==> config.mk <==
export PLATFORM = sky130hd
export DESIGN_NAME = dram_req_bridge
export DESIGN_NICKNAME = d
export VERILOG_FILES = /design/src/dram_bridge_pkg.sv /design/src/dram_side_if.sv /design/src/dram_side_port.sv /design/src/dram_req_arbiter.sv /design/src/dram_req_bridge.sv
export SDC_FILE = /design/constraint.sdc
export NUM_CORES = 1
export LEC_CHECK = 0
export BUFFER_PORTS_ARGS = -buffer_cell sky130_fd_sc_hd__buf_2
export CORE_AREA = 2 2 227 229
export DETAILED_ROUTE_END_ITERATION = 10
export DIE_AREA = 0 0 229 231
export GPL_TIMING_DRIVEN = 0
export MAX_ROUTING_LAYER = met4
export PLACE_DENSITY = 0.53
export SKIP_LAST_GASP = 1
export SYNTH_ARGS = -nofsm -noshare
export SYNTH_HDL_FRONTEND = slang
export SYNTH_SLANG_ARGS = --single-unit
==> constraint.sdc <==
create_clock -name core_clk -period 8.51 [get_ports core_clk]
set_input_delay 0.851 -clock core_clk [delete_from_list [all_inputs] [get_ports core_clk]]
set_output_delay 0.851 -clock core_clk [all_outputs]
set_load 0.005 [all_outputs]
==> src/dram_bridge_pkg.sv <==
// field widths of the cache-order and DRAM-order addresses
// address, channel address and read data types
`default_nettype none

package dram_bridge_pkg;

  // address fields
  localparam int bg_width_lp = 2;
  localparam int ba_width_lp = 2;
  localparam int ro_width_lp = 15;
  localparam int co_width_lp = 6;
  localparam int byte_offset_width_lp = 5;

  // bank group and bank move as one block during the reorder
  localparam int bgba_width_lp = bg_width_lp + ba_width_lp;

  // column and byte offset sit at the bottom in both orders
  localparam int low_width_lp = co_width_lp + byte_offset_width_lp;

  localparam int cache_addr_width_lp =
    bg_width_lp + ba_width_lp + ro_width_lp + co_width_lp + byte_offset_width_lp;

  // one side bit on top of the channel address
  localparam int ch_addr_width_lp = cache_addr_width_lp + 1;

  // HBM2 x128 channel word
  localparam int dram_data_width_lp = 128;

  // bg, ba, ro, co, byte offset from the top down
  typedef logic [cache_addr_width_lp-1:0] cache_addr_t;

  // ro, bg, ba, co, byte offset from the top down
  typedef logic [cache_addr_width_lp-1:0] side_addr_t;

  // side bit above a side_addr_t (0 north and 1 south)
  typedef logic [ch_addr_width_lp-1:0] ch_addr_t;

  typedef logic [dram_data_width_lp-1:0] dram_data_t;

endpackage

`default_nettype wire

==> src/dram_side_if.sv <==
// request and read return between one side port and the arbiter
`default_nettype none

interface dram_side_if import dram_bridge_pkg::*; ();

  // valid/yumi request
  logic req_v;
  logic write_not_read;
  side_addr_t req_addr;
  logic yumi;

  // read return as a single cycle pulse
  logic rd_v;
  side_addr_t rd_addr;
  dram_data_t rd_data;

  modport side (
    output req_v, write_not_read, req_addr,
    input yumi,
    input rd_v, rd_addr, rd_data
  );

  modport arb (
    input req_v, write_not_read, req_addr,
    output yumi,
    output rd_v, rd_addr, rd_data
  );

endinterface

`default_nettype wire

==> src/dram_side_port.sv <==
// one-entry request slot for a vcache row
// cache to DRAM address reorder and registered read return
`default_nettype none

module dram_side_port import dram_bridge_pkg::*; (
  input logic core_clk,
  input logic reset_i,

  input logic pkt_v_i,
  input logic pkt_write_not_read_i,
  input cache_addr_t pkt_addr_i,
  output logic pkt_yumi_o,

  output logic rd_v_o,
  output cache_addr_t rd_addr_o,
  output dram_data_t rd_data_o,

  dram_side_if.side side
);

  // {bg, ba, ro, low} -> {ro, bg, ba, low}
  function automatic side_addr_t to_dram_order(cache_addr_t addr);
    logic [bgba_width_lp-1:0] bgba;
    logic [ro_width_lp-1:0] ro;
    bgba = addr[cache_addr_width_lp-1 -: bgba_width_lp];
    ro = addr[low_width_lp +: ro_width_lp];
    return {ro, bgba, addr[low_width_lp-1:0]};
  endfunction

  // {ro, bg, ba, low} -> {bg, ba, ro, low}
  function automatic cache_addr_t to_cache_order(side_addr_t addr);
    logic [ro_width_lp-1:0] ro;
    logic [bgba_width_lp-1:0] bgba;
    ro = addr[cache_addr_width_lp-1 -: ro_width_lp];
    bgba = addr[low_width_lp +: bgba_width_lp];
    return {bgba, ro, addr[low_width_lp-1:0]};
  endfunction

  logic slot_v_r;
  logic slot_wnr_r;
  side_addr_t slot_addr_r;

  logic rd_v_r;
  cache_addr_t rd_addr_r;
  dram_data_t rd_data_r;

  // take a packet when the slot is free or leaves this cycle
  assign pkt_yumi_o = pkt_v_i & (~slot_v_r | side.yumi);

  always_ff @(posedge core_clk) begin
    if (reset_i) begin
      slot_v_r <= 1'b0;
    end else if (pkt_yumi_o) begin
      slot_v_r <= 1'b1;
    end else if (side.yumi) begin
      slot_v_r <= 1'b0;
    end
  end

  always_ff @(posedge core_clk) begin
    if (pkt_yumi_o) begin
      slot_wnr_r <= pkt_write_not_read_i;
      slot_addr_r <= to_dram_order(pkt_addr_i);
    end
  end

  assign side.req_v = slot_v_r;
  assign side.write_not_read = slot_wnr_r;
  assign side.req_addr = slot_addr_r;

  // read return
  always_ff @(posedge core_clk) begin
    if (reset_i) begin
      rd_v_r <= 1'b0;
    end else begin
      rd_v_r <= side.rd_v;
    end
  end

  always_ff @(posedge core_clk) begin
    if (side.rd_v) begin
      rd_addr_r <= to_cache_order(side.rd_addr);
      rd_data_r <= side.rd_data;
    end
  end

  assign rd_v_o = rd_v_r;
  assign rd_addr_o = rd_addr_r;
  assign rd_data_o = rd_data_r;

  // pending request holds until the arbiter takes it
  assert property (@(posedge core_clk) disable iff (reset_i)
    side.req_v && !side.yumi |=>
      side.req_v && $stable(side.req_addr) && $stable(side.write_not_read));

endmodule

`default_nettype wire

==> src/dram_req_arbiter.sv <==
// round-robin arbiter of north and south onto one DRAM channel
// side bit tagging of requests and routing of read returns
`default_nettype none

module dram_req_arbiter import dram_bridge_pkg::*; (
  input logic core_clk,
  input logic reset_i,

  dram_side_if.arb north,
  dram_side_if.arb south,

  output logic dram_req_v_o,
  output logic dram_write_not_read_o,
  output ch_addr_t dram_ch_addr_o,
  input logic dram_req_yumi_i,

  input logic dram_data_v_i,
  input ch_addr_t dram_ch_addr_i,
  input dram_data_t dram_data_i
);

  logic last_south_r;
  logic hold_v_r;
  logic hold_south_r;
  logic rr_south;
  logic grant_south;
  logic ret_south;

  // on a tie the side not granted last wins
  assign rr_south = south.req_v & (~north.req_v | ~last_south_r);

  // keep the grant on a stalled request so the outputs hold
  assign grant_south = hold_v_r ? hold_south_r : rr_south;

  always_ff @(posedge core_clk) begin
    if (reset_i) begin
      last_south_r <= 1'b1;
      hold_v_r <= 1'b0;
    end else begin
      if (dram_req_v_o & dram_req_yumi_i) begin
        last_south_r <= grant_south;
      end
      hold_v_r <= dram_req_v_o & ~dram_req_yumi_i;
    end
  end

  always_ff @(posedge core_clk) begin
    hold_south_r <= grant_south;
  end

  assign dram_req_v_o = north.req_v | south.req_v;
  assign dram_write_not_read_o = grant_south ? south.write_not_read : north.write_not_read;
  assign dram_ch_addr_o = grant_south ? {1'b1, south.req_addr} : {1'b0, north.req_addr};

  assign north.yumi = dram_req_yumi_i & ~grant_south;
  assign south.yumi = dram_req_yumi_i & grant_south;

  // read return goes to the side named by the top bit
  assign ret_south = dram_ch_addr_i[ch_addr_width_lp-1];

  assign north.rd_v = dram_data_v_i & ~ret_south;
  assign north.rd_addr = dram_ch_addr_i[cache_addr_width_lp-1:0];
  assign north.rd_data = dram_data_i;

  assign south.rd_v = dram_data_v_i & ret_south;
  assign south.rd_addr = dram_ch_addr_i[cache_addr_width_lp-1:0];
  assign south.rd_data = dram_data_i;

  // yumi reaches one side at most and only a side that requests
  assert property (@(posedge core_clk) disable iff (reset_i)
    !(north.yumi && south.yumi) &&
    (!north.yumi || north.req_v) && (!south.yumi || south.req_v));

  // the channel only takes a request that is offered
  assert property (@(posedge core_clk) disable iff (reset_i)
    dram_req_yumi_i |-> dram_req_v_o);

endmodule

`default_nettype wire

==> src/dram_req_bridge.sv <==
// DRAM request bridge top level
// north and south side ports sharing one DRAM channel through the arbiter
`default_nettype none

module dram_req_bridge import dram_bridge_pkg::*; (
  input logic core_clk,
  input logic reset_i,

  // north vcache row
  input logic north_pkt_v_i,
  input logic north_pkt_write_not_read_i,
  input cache_addr_t north_pkt_addr_i,
  output logic north_pkt_yumi_o,
  output logic north_rd_v_o,
  output cache_addr_t north_rd_addr_o,
  output dram_data_t north_rd_data_o,

  // south vcache row
  input logic south_pkt_v_i,
  input logic south_pkt_write_not_read_i,
  input cache_addr_t south_pkt_addr_i,
  output logic south_pkt_yumi_o,
  output logic south_rd_v_o,
  output cache_addr_t south_rd_addr_o,
  output dram_data_t south_rd_data_o,

  // DRAM channel
  output logic dram_req_v_o,
  output logic dram_write_not_read_o,
  output ch_addr_t dram_ch_addr_o,
  input logic dram_req_yumi_i,
  input logic dram_data_v_i,
  input ch_addr_t dram_ch_addr_i,
  input dram_data_t dram_data_i
);

  dram_side_if north_if ();
  dram_side_if south_if ();

  dram_side_port north_port (
    .core_clk(core_clk),
    .reset_i(reset_i),
    .pkt_v_i(north_pkt_v_i),
    .pkt_write_not_read_i(north_pkt_write_not_read_i),
    .pkt_addr_i(north_pkt_addr_i),
    .pkt_yumi_o(north_pkt_yumi_o),
    .rd_v_o(north_rd_v_o),
    .rd_addr_o(north_rd_addr_o),
    .rd_data_o(north_rd_data_o),
    .side(north_if.side)
  );

  dram_side_port south_port (
    .core_clk(core_clk),
    .reset_i(reset_i),
    .pkt_v_i(south_pkt_v_i),
    .pkt_write_not_read_i(south_pkt_write_not_read_i),
    .pkt_addr_i(south_pkt_addr_i),
    .pkt_yumi_o(south_pkt_yumi_o),
    .rd_v_o(south_rd_v_o),
    .rd_addr_o(south_rd_addr_o),
    .rd_data_o(south_rd_data_o),
    .side(south_if.side)
  );

  dram_req_arbiter arb (
    .core_clk(core_clk),
    .reset_i(reset_i),
    .north(north_if.arb),
    .south(south_if.arb),
    .dram_req_v_o(dram_req_v_o),
    .dram_write_not_read_o(dram_write_not_read_o),
    .dram_ch_addr_o(dram_ch_addr_o),
    .dram_req_yumi_i(dram_req_yumi_i),
    .dram_data_v_i(dram_data_v_i),
    .dram_ch_addr_i(dram_ch_addr_i),
    .dram_data_i(dram_data_i)
  );

endmodule

`default_nettype wire

* Yosys cells after proc, flatten, opt, wreduce, memory -nomap -nowiden
Index checks and enable logic that the tools add are counted.
Word-level totals: register bits after elaboration 385, output and inout bits 353, logic and storage cells 43
Operators by class: multiplexer cells 7, bitwise logic cells 19, reductions and logical operators 2
Operators with widths (number):
- 2-to-1 mux 31 bit | 1
- AND 1 bit | 9
- 2-to-1 mux 1 bit | 6
- inverter 1 bit | 6
- bitwise OR 1 bit | 4
- nonzero test 2 bit | 2

* Logic depth before layout (Yosys ltp)
Gate-level depths: netlist (run 1).
depth after elaboration 9, mapped depth 4

* By module
From an unflattened synthesis (run 1), not the netlist that was laid out.
Second synthesis, totals: cells, all modules 759, area, all modules 14432.6 um2
By module, submodules not included:
- dram_side_port | instances 2, cells an instance 196, area an instance 5756.8 um2, sequential area each 5715.5 um2
- dram_req_arbiter | instances 1, cells an instance 367, area an instance 2919.0 um2, sequential area each 60.1 um2

* Worst setup path after synthesis (run 1)
OpenSTA, ideal clock, no wires.
path type input -> register, start point input dram_ch_addr_i[30], end point register north_port.rd_addr_r[0] (netlist: north_port.rd_addr_o[0]) (enable), arrival 7.853 ns, required time 7.811 ns, path slack -0.043 ns, stages 1, path buffers 0, cells stage by stage nor2b_1
Between the ends: longest elaborated chain between the ends 2
Ends and longest elaborated chain:
- from (decl) | RTL line dram_req_bridge.sv:33 | input ch_addr_t dram_ch_addr_i,
- inverter 1 bit | RTL line dram_req_arbiter.sv:61 | assign north.rd_v = dram_data_v_i & ~ret_south;
- AND 1 bit | RTL line dram_req_arbiter.sv:61
- to (signal assigned) | RTL line dram_side_port.sv:82 | rd_addr_r <= to_cache_order(side.rd_addr);
- to (decl) | RTL line dram_side_port.sv:44 | cache_addr_t rd_addr_r;
No other way between the ends. A chain may end at the register's enable or synchronous reset.

* Worst setup path in the final report (run 1)
start point register north_port.slot_v_r (netlist: north_port.side.req_v), end point output north_pkt_yumi_o
Between the ends: longest elaborated chain between the ends 8
Ends and longest elaborated chain:
- from (decl) | RTL line dram_side_port.sv:39 | logic slot_v_r;
- from (signal assigned) | RTL line dram_side_port.sv:52 | slot_v_r <= 1'b0;
- from (signal assigned) | RTL line dram_side_port.sv:54 | slot_v_r <= 1'b1;
- from (signal assigned) | RTL line dram_side_port.sv:56 | slot_v_r <= 1'b0;
- inverter 1 bit | RTL line dram_req_arbiter.sv:30 | assign rr_south = south.req_v & (~north.req_v | ~last_south_r);
- bitwise OR 1 bit | RTL line dram_req_arbiter.sv:30
- AND 1 bit | RTL line dram_req_arbiter.sv:30
- 2-to-1 mux 1 bit | RTL line dram_req_arbiter.sv:33 | assign grant_south = hold_v_r ? hold_south_r : rr_south;
- named net arb.grant_south | RTL line dram_req_arbiter.sv:26 | logic grant_south;
- inverter 1 bit | RTL line dram_req_arbiter.sv:55 | assign north.yumi = dram_req_yumi_i & ~grant_south;
- AND 1 bit | RTL line dram_req_arbiter.sv:55
- bitwise OR 1 bit | RTL line dram_side_port.sv:48 | assign pkt_yumi_o = pkt_v_i & (~slot_v_r | side.yumi);
- AND 1 bit | RTL line dram_side_port.sv:48
- to (decl) | RTL line dram_req_bridge.sv:13 | output logic north_pkt_yumi_o,
The timed path passes the listed nets, and every way through them passes these cells.

==> results.yml, run 1 <==
place:
  place_inst: 1712
  preCtsSetupSlack_ps: 5660
  hpwl_um: 24100
  io_buffers: 579
  gp_congestion: 0.796
synthesis:
  synth_area_leaders: "edfxtp_1 (94%), mux2_2 (2.7%), dfxtp_1 (1.2%)"
  synthTopCellsByCount: "edfxtp_1 (378), mux2_2 (29), dfxtp_1 (7)"
  synthCells: 444
  yosysMostFrequentCell: "edfxtp_1"
  synth.distinct_cells: 21
  synth_top_area_share_pct: 94.2
  synthArstFlopShare_pct: 0
  synth_edf_count: 378
  synthFlopType: "edfxtp_1"
  seq_area_frac_synth_pct: 95.4
  yosys_warnings: 0
  syn_nets: 671
  netlist_area_um2: 12100
  synth_top_area_cell: "edfxtp_1"
  avgSynthCellArea_um2: 27.1
  ys_ff_latch: 385
sta:
  setup_violations: 0
  worst_slack_ps: 5130
  fin_hold_ws_ps: 482
  timing.setup.tns_ps: 0
  maxSlewHeadroom_pct: 44.9
  worstMarginPinSlew_ps: 826
  drv_slew: 0
  hold_viol: 0
  rsz0062_at_grt: "false"
  fin_skew_ps: 12.9
  max_freq_mhz: 296
  period_minus_slack_ps: 3380
  finalCritPeriodShare_pct: 39.7
cts:
  cts.path.max_buffers: 3
  cts-resized-gates: 0
  clk_pin_slew_ps: 60
  clk_latency_ps: 550
  cts_root_buf: "clkbuf_16"
  cts_tree: "built"
  clock_sinks: 385
  postCtsSetupRepairBufs: 0
  cts_buffers: 42
  postCtsHoldBufs: 0
  htreeDepth: 2
route:
  ant_nets: 0
  wl_met3_um: 3360
  wl_met2_um: 16100
  first_pass_iters: 4
  dr_total_vias: 6817
  drt-wirelength-per-cell_um: 17.9
  top_layer_used: "met4"
  routed_via_density: 3.82
  drc_errors: 0
  wl_met1_um: 11800
  finalWirelength_um: 32000
  drtIter0Drc: 291
global_routing:
  grt_pass1_vias: 7230
  grt_max_degree: 65
  grt_remaining_overflow: 0
  antenna_found_initial: 7
  grt.total_usage_pct: 11.9
  grt_pass1_wl_um: 45100
floorplan:
  pin_count: 580
  die_w_um: 229
  die_h_um: 231
  row_count: 83
  core_um2: 50700
  start_util_pct: 23.8
  die-area_um2: 52900
pwr:
  p_leak_nw: 6.83
  powerDensity_nw_per_um2: 244
  max-vdd-ir-drop_mv: 0.166
final_layout:
  final_nets: 1303
  final_layout_size_suffix_gt1_share_pct: 62.0
  fin_cells: 1786
  area_delta_synth_final_pct: 43.3
critical_path:
  crit_fanout: 23
  cp-start-kind: "register"
  end_kind: "output pin"
  worstPathRequired_ps: 7660
  critPathKind: "register to output pin"
  cp.arrival_ps: 2530
flow_run:
  max_cap_violations: 0
worst_hold_path:
  hold_class: "primary input to register"
outcome:
  status: "complete, no violations"
registers in the layout, summed over array words and instances (netlist names):
signal,cells
north_port.rd_data_o,128
south_port.rd_data_o,128
north_port.rd_addr_o,30
north_port.side.req_addr,30
south_port.rd_addr_o,30
south_port.side.req_addr,30
arb.hold_south_r,1
arb.hold_v_r,1
arb.last_south_r,1
north_port.rd_v_o,1
north_port.side.req_v,1
north_port.side.write_not_read,1
south_port.rd_v_o,1
south_port.side.req_v,1
south_port.side.write_not_read,1
critical path, cell delays in order, from the launching register on:
cell and delay [ps]:
dfxtp_1 430, nand2_1 130, a22oi_4 450, inv_2 140
o22ai_4 440, buf_12 250, buf_2 140
logic make-up after synthesis:
kind of cell	synth area share, %
buf+inv	0.530
compound gates	0.530
simple gates	0.685
mux	2.90
flops	95.4
where the power goes:
| part | switching, W | total [W] | internal [W] |
|---|---|---|---|
| combinational | 0.000169 | 0.000322 | 0.000153 |
| clock | 0.000706 | 0.00164 | 0.000930 |
| sequential | 0.0000316 | 0.00226 | 0.00223 |
per-layer routing:
| layer | vias up | GRT usage, % |
|---|---|---|
| met5 | - | - |
| li1 | 3073 | - |
| met4 | 0 | 4.12 |
| met3 | 59 | 4.93 |
| met2 | 394 | 19.7 |
| met1 | 3291 | 12.9 |
layout make-up:
class	count	area (um2)
fillers	4919	33400
flip-flops and latches	385	11500
repair buffers	588	3100
clock buffers	47	1070
well taps	680	851
multi-input cells	52	533
clock inverters	23	151
plain buffers	4	52.6
inverters	3	11.3
diodes	4	10.0
placed cells by master (no fill, tap or decap), drive strengths merged, types with 2 or more instances in the layout:
master,instances
diode,4
mux2,31
nor2,4
clkbuf,47
nor3b,2
clkinv,19
nand2,3
dfxtp,7
a311oi,2
a22oi,2
inv,5
o22ai,2
buf,592
edfxtp,378
nor2b,2
final timing paths:
kind,startpoint,endpoint,slack [ps],cells after the start
hold reg to reg,arb.last_south_r$_SDFFE_PP1P_,arb.last_south_r$_SDFFE_PP1P_,560,2
setup reg to reg,south_port.side.req_v$_SDFFE_PP0P_,south_port.side.req_addr[3]$_DFFE_PP_,6320,5
setup / recovery,north_port.side.req_v$_SDFFE_PP0P_,north_pkt_yumi_o,5130,6
hold / removal,south_pkt_addr_i[20],south_port.side.req_addr[24]$_DFFE_PP_,480,1
metrics by stage:
step	power [W]	cell area, um2	utilization (%)
2_1_floorplan	0.00240	12100	-
3_3_place_gp	0.00263	15800	31.2
3_5_place_dp	0.00263	16000	31.6
4_1_cts	0.00430	17300	34.1
5_1_grt	0.00439	17300	34.1
6_report	0.00422	17300	34.1
(Power assumes the default switching activity.)
==> inputs of run 2 (changes only) <==
ABC_AREA = 1   (was unset)
clock period = 2.77 ns   (was 8.51 ns; I/O delays follow)
==> run 2 against run 1 <==
  * Wire length is 18% higher
  * Sequential share of layout area shrank 8.4 points
  * Clock skew down 4.0 ps
  * Non-clock buffer count increased by 238
  * Clock power increased to 3.3 times the previous value
  * Sequential power rose to 3.1 times the previous value
  * Critical path depth unchanged
  * Critical path type unchanged
  * Largest power group unchanged
==> results.yml, run 2 <==
outcome:
  status: "complete, no violations"
route:
  dr_total_vias: 8264
  routed_via_density: 3.95
  ant_nets: 0
  drt-wirelength-per-cell_um: 18.1
  drtIter0Drc: 312
  first_pass_iters: 4
  drc_errors: 0
  finalWirelength_um: 37800
flow_run:
  max_cap_violations: 0
cts:
  cts-resized-gates: 0
  clk_latency_ps: 540
  cts_root_buf: "clkbuf_16"
  cts_tree: "built"
  cts.path.max_buffers: 3
  cts_buffers: 42
  htreeDepth: 2
  clock_sinks: 385
  clk_pin_slew_ps: 50
place:
  place_area_um2: 16100
  gp_congestion: 0.832
  preCtsSetupSlack_ps: 341
  io_buffers: 579
  hpwl_um: 27400
sta:
  hold_viol: 0
  drv_slew: 0
  period_minus_slack_ps: 2500
  setup_violations: 0
  fin_skew_ps: 8.90
  finalCritPeriodShare_pct: 90.3
  max_freq_mhz: 400
  timing.setup.tns_ps: 0
  worstMarginPinSlew_ps: 876
  maxSlewHeadroom_pct: 41.4
  rsz0062_at_grt: "false"
  worst_slack_ps: 268
final_layout:
  layout.cells.most_common: "buf_2"
  area_delta_synth_final_pct: 63.5
  final_layout_size_suffix_gt1_share_pct: 47.6
  final_nets: 1607
  fillers: 4703
  multi_input_area_um2: 542
  final_cell_area_um2: 19800
  layout_common_cells: "buf_2 (584), edfxtp_1 (378), dlygate4sd3_1 (224)"
  seqCellArea_um2: 11500
floorplan:
  die-area_um2: 52900
  die_h_um: 231
  core_um2: 50700
  row_count: 83
  start_util_pct: 23.8
  die_w_um: 229
  pin_count: 580
critical_path:
  end_kind: "output pin"
  cp-start-kind: "register"
  slowest_stage: "dfxtp_1"
  critPathKind: "register to output pin"
  crit_fanout: 25
  max_stage_delay_ps: 430
  worstPathRequired_ps: 2490
  worstPathCellList: "nand3_2, nand2_4, nand2_1, a21oi_4, buf_12, buf_2"
  cp.arrival_ps: 2220
  r2r_cells: 5
synthesis:
  seq_area_frac_synth_pct: 95.1
  yosys_warnings: 0
  synthTopCellsByCount: "edfxtp_1 (378), nand2_1 (70), nand3_1 (33)"
  synth_top_area_share_pct: 93.9
  ys_ff_latch: 385
  avgSynthCellArea_um2: 23.4
  synth.distinct_cells: 13
  syn_nets: 743
  synthCells: 516
  synth_top_area_cell: "edfxtp_1"
  netlist_area_um2: 12100
  synthArstFlopShare_pct: 0
  synth_area_leaders: "edfxtp_1 (94%), nand2_1 (2.2%), nand3_1 (1.4%)"
  yosysMostFrequentCell: "edfxtp_1"
  synth_edf_count: 378
  synthFlopType: "edfxtp_1"
global_routing:
  grt_pass1_vias: 8917
  grt_max_degree: 41
  antenna_found_initial: 3
  grt_remaining_overflow: 0
  grt_pass1_wl_um: 54200
  grt.total_usage_pct: 14.2
pwr:
  p_leak_nw: 8.00
  max-vdd-ir-drop_mv: 0.507
  powerDensity_nw_per_um2: 690
worst_hold_path:
  worstHoldPathCells: 3
  hold_class: "primary input to register"
run 2: cell types whose count changed after synthesis, moves of 4 or more:
cell and change:
nand2_1 +67, nand3_1 +33, mux2_2 -29, a21oi_1 +5
buf_2 +5, inv_1 +4
run 2: report_power, final:
group / total, W / internal [W] / switching [W]
Sequential: 0.00694 / 0.00684 / 0.000101
Combinational: 0.00128 / 0.000647 / 0.000629
Clock: 0.00541 / 0.00325 / 0.00216
run 2: final timing paths:
check | to | start | slack (ps)
max reg2reg | south_port.side.req_addr[24]$_DFFE_PP_ | south_port.side.req_v$_SDFFE_PP0P_ | 930
min | south_port.side.req_v$_SDFFE_PP0P_ | south_pkt_v_i | 50
min reg2reg | arb.last_south_r$_SDFFE_PP1P_ | arb.last_south_r$_SDFFE_PP1P_ | 460
max | south_pkt_yumi_o | south_port.side.req_v$_SDFFE_PP0P_ | 270
run 2: final cells by class:
type,instances,area share (%)
inverters,6,0.196
plain buffers,10,0.374
multi-input cells,115,2.74
repair buffers,820,27.4
well taps,680,4.31
flip-flops and latches,385,58.2
clock buffers,54,5.71
diodes,2,0.0253
clock inverters,19,1.10
run 2: routing by layer:
metal,GRT usage (%),share of wire (%),routed length [um]
met5,-,0,0
met4,7.12,4.8,1800
met3,4.51,8.5,3230
met2,23.7,50,18800
met1,15.2,37,14000
run 2: worst max-delay path, delay by kind of cell (launching register included):
family | cells | cell delay [ps]
and+or+nand+nor | 3 | 560
DFF | 1 | 430
buffers and inverters | 2 | 380
AOI/OAI and AO/OA | 1 | 290
run 2: stage by stage:
step / total power (W) / instances / utilization [%] / hold slack [ps]
after floorplan: 0.00731 / 516 / - / 346
after global placement: 0.00804 / 1775 / 31.3 / 450
after CTS: 0.0138 / 2083 / 38.9 / 4.43
after global routing: 0.0141 / 2091 / 39.0 / 11.4
final: 0.0136 / 2091 / 39.0 / 54.7
after detailed placement: 0.00807 / 1786 / 31.8 / 455
run 2: cell families after synthesis:
group / synth area share [%]
flops: 95.1
simple gates: 3.89
buf+inv: 0.797
compound gates: 0.207
run 2: timing repair:
item | 4_1_cts | 5_1_grt
hold endpoints to repair | 382 | 0
hold buffers | 224 | 0
setup endpoints to repair | 0 | 1
setup buffers | 0 | 6
==> inputs of run 3 (changes only) <==
MAX_ROUTING_LAYER = unset   (was met4)
==> run 3 against run 2 <==
  * Total power about the same
  * Combinational power barely moved
  * Largest cell class unchanged
  * Global-route usage fell by 0.41 points
  * Register-to-register slack is essentially flat
==> results.yml, run 3 (synthesis gave the netlist of run 2 again) <==
outcome:
  status: "complete, no violations"
worst_hold_path:
  min_to: "south_port.rd_data_o[55]$_DFFE_PP_"
  min_from: "dram_data_i[55]"
  worstHoldPathCells: 1
  hold_class: "primary input to register"
sta:
  worst_slack_ps: 264
  period_minus_slack_ps: 2510
  fin_skew_ps: 10.7
  rsz0062_at_grt: "false"
  fin_hold_ws_ps: 50.1
  worstMarginPinSlew_ps: 901
  max_freq_mhz: 399
  drv_slew: 0
  finalCritPeriodShare_pct: 90.5
  timing.setup.tns_ps: 0
  setup_violations: 0
  maxSlewHeadroom_pct: 39.8
  hold_viol: 0
place:
  place_inst: 1786
  hpwl_um: 27400
  io_buffers: 579
  gp_congestion: 0.820
  preCtsSetupSlack_ps: 341
route:
  drtIter0Drc: 303
  drc_errors: 0
  first_pass_iters: 4
  ant_nets: 0
  routed_via_density: 3.94
  finalWirelength_um: 37900
  dr_total_vias: 8238
  drt-wirelength-per-cell_um: 18.1
cts:
  clock_sinks: 385
  cts_root_buf: "clkbuf_16"
  cts_buffers: 42
  cts-resized-gates: 0
  cts.path.max_buffers: 3
  clk_latency_ps: 540
  clk_pin_slew_ps: 60
  htreeDepth: 2
  cts_tree: "built"
global_routing:
  grt_pass1_wl_um: 54300
  grt.total_usage_pct: 13.8
  grt_max_degree: 41
  antenna_found_initial: 5
  grt_remaining_overflow: 0
  grt_pass1_vias: 8905
pwr:
  powerDensity_nw_per_um2: 689
  switching_share_pct: 21.2
  pwr-share-clk_pct: 39.7
  power.switching_w: 0.00289
  combinationalPowerShare_pct: 9.4
  max-vdd-ir-drop_mv: 0.505
  p_int_w: 0.0107
  report.power.total_w: 0.0136
  seq_power_share_pct: 50.9
  p_leak_nw: 8.00
floorplan:
  row_count: 83
  pin_count: 580
  start_util_pct: 23.8
  core_um2: 50700
  die-area_um2: 52900
  die_h_um: 231
  die_w_um: 229
final_layout:
  layout_common_cells: "buf_2 (584), edfxtp_1 (378), dlygate4sd3_1 (224)"
  layout.cells.most_common: "buf_2"
  final_nets: 1607
  area_delta_synth_final_pct: 63.5
  fin_cells: 2092
  final_layout_size_suffix_gt1_share_pct: 47.6
  fillers: 4702
critical_path:
  worstPathRequired_ps: 2490
  crit_fanout: 25
  rrSetupSlack_ps: 930
  critPathKind: "register to output pin"
  cp.arrival_ps: 2230
  cp-start-kind: "register"
  r2r-end: "south_port.side.req_addr[29]$_DFFE_PP_"
  r2r_cells: 5
  r2r_start: "arb.hold_south_r$_DFF_P_"
  end_kind: "output pin"
flow_run:
  max_cap_violations: 0
-- run 3: cell count changes in the layout (fill, tap and decap cells not counted) --
cell     before  now
diode_2       2    3
-- run 3: area by class of cell --
class | count | area (um2) | area share [%]
sequential | 385 | 11500 | 58.2
inverter | 6 | 38.8 | 0.196
multi-input combinational | 115 | 542 | 2.74
timing repair buffer | 820 | 5410 | 27.4
buffer | 10 | 73.8 | 0.374
tap | 680 | 851 | 4.31
antenna | 3 | 7.51 | 0.0380
clock buffer | 54 | 1130 | 5.71
clock inverter | 19 | 216 | 1.10
-- run 3: what timing repair did --
action / in CTS / in global routing
setup endpoints to repair: 0 / 1
hold endpoints to repair: 382 / 0
hold buffers: 224 / 0
buffers inserted: 0 / 6
-- run 3: power groups by stage --
stage               combinational (W)  clock (W)  sequential [W]
floorplan                    0.000198          0         0.00711
global placement             0.000958          0         0.00708
detailed placement            0.00102          0         0.00706
CTS                           0.00128    0.00558         0.00694
global route                  0.00137    0.00579         0.00697
finish                        0.00128    0.00541         0.00694
-- run 3: per-layer routing --
metal / up-vias / wire length (um) / global-route usage (%)
met2: 441 / 18700 / 23.8
li1: 3742 / - / -
met4: 2 / 1880 / 7.12
met1: 3968 / 13800 / 14.6
met3: 85 / 3580 / 5.31
met5: - / 7 / 0
-- run 3: worst max path at each step --
stage                                       startpoint                                   to  slack (ps)  cells past startpoint
floorplan                           dram_ch_addr_i[30]    south_port.rd_addr_o[0]$_DFFE_PP_        -280                      2
global route        south_port.side.req_v$_SDFFE_PP0P_                     south_pkt_yumi_o         100                      6
detailed placement                       dram_data_v_i  north_port.rd_data_o[112]$_DFFE_PP_         340                      6
global placement                         dram_data_v_i  south_port.rd_data_o[113]$_DFFE_PP_       -2130                      3
CTS                 south_port.side.req_v$_SDFFE_PP0P_                     south_pkt_yumi_o          70                      6
finish                        arb.hold_south_r$_DFF_P_                     south_pkt_yumi_o         260                      6
-- run 3: worst max-delay path: stages (launching register included) --
cell     delay [ps]
dfxtp_1         370
nand2_1         260
nand2_4         230
nand2_1         130
a21oi_4         290
buf_12          230
buf_2           150
-- run 3: through the flow --
stage,utilization [%],area [um2]
6_report,39.0,19800
3_3_place_gp,31.3,15900
4_1_cts,38.9,19700
3_5_place_dp,31.8,16100
5_1_grt,39.0,19800
2_1_floorplan,-,12100
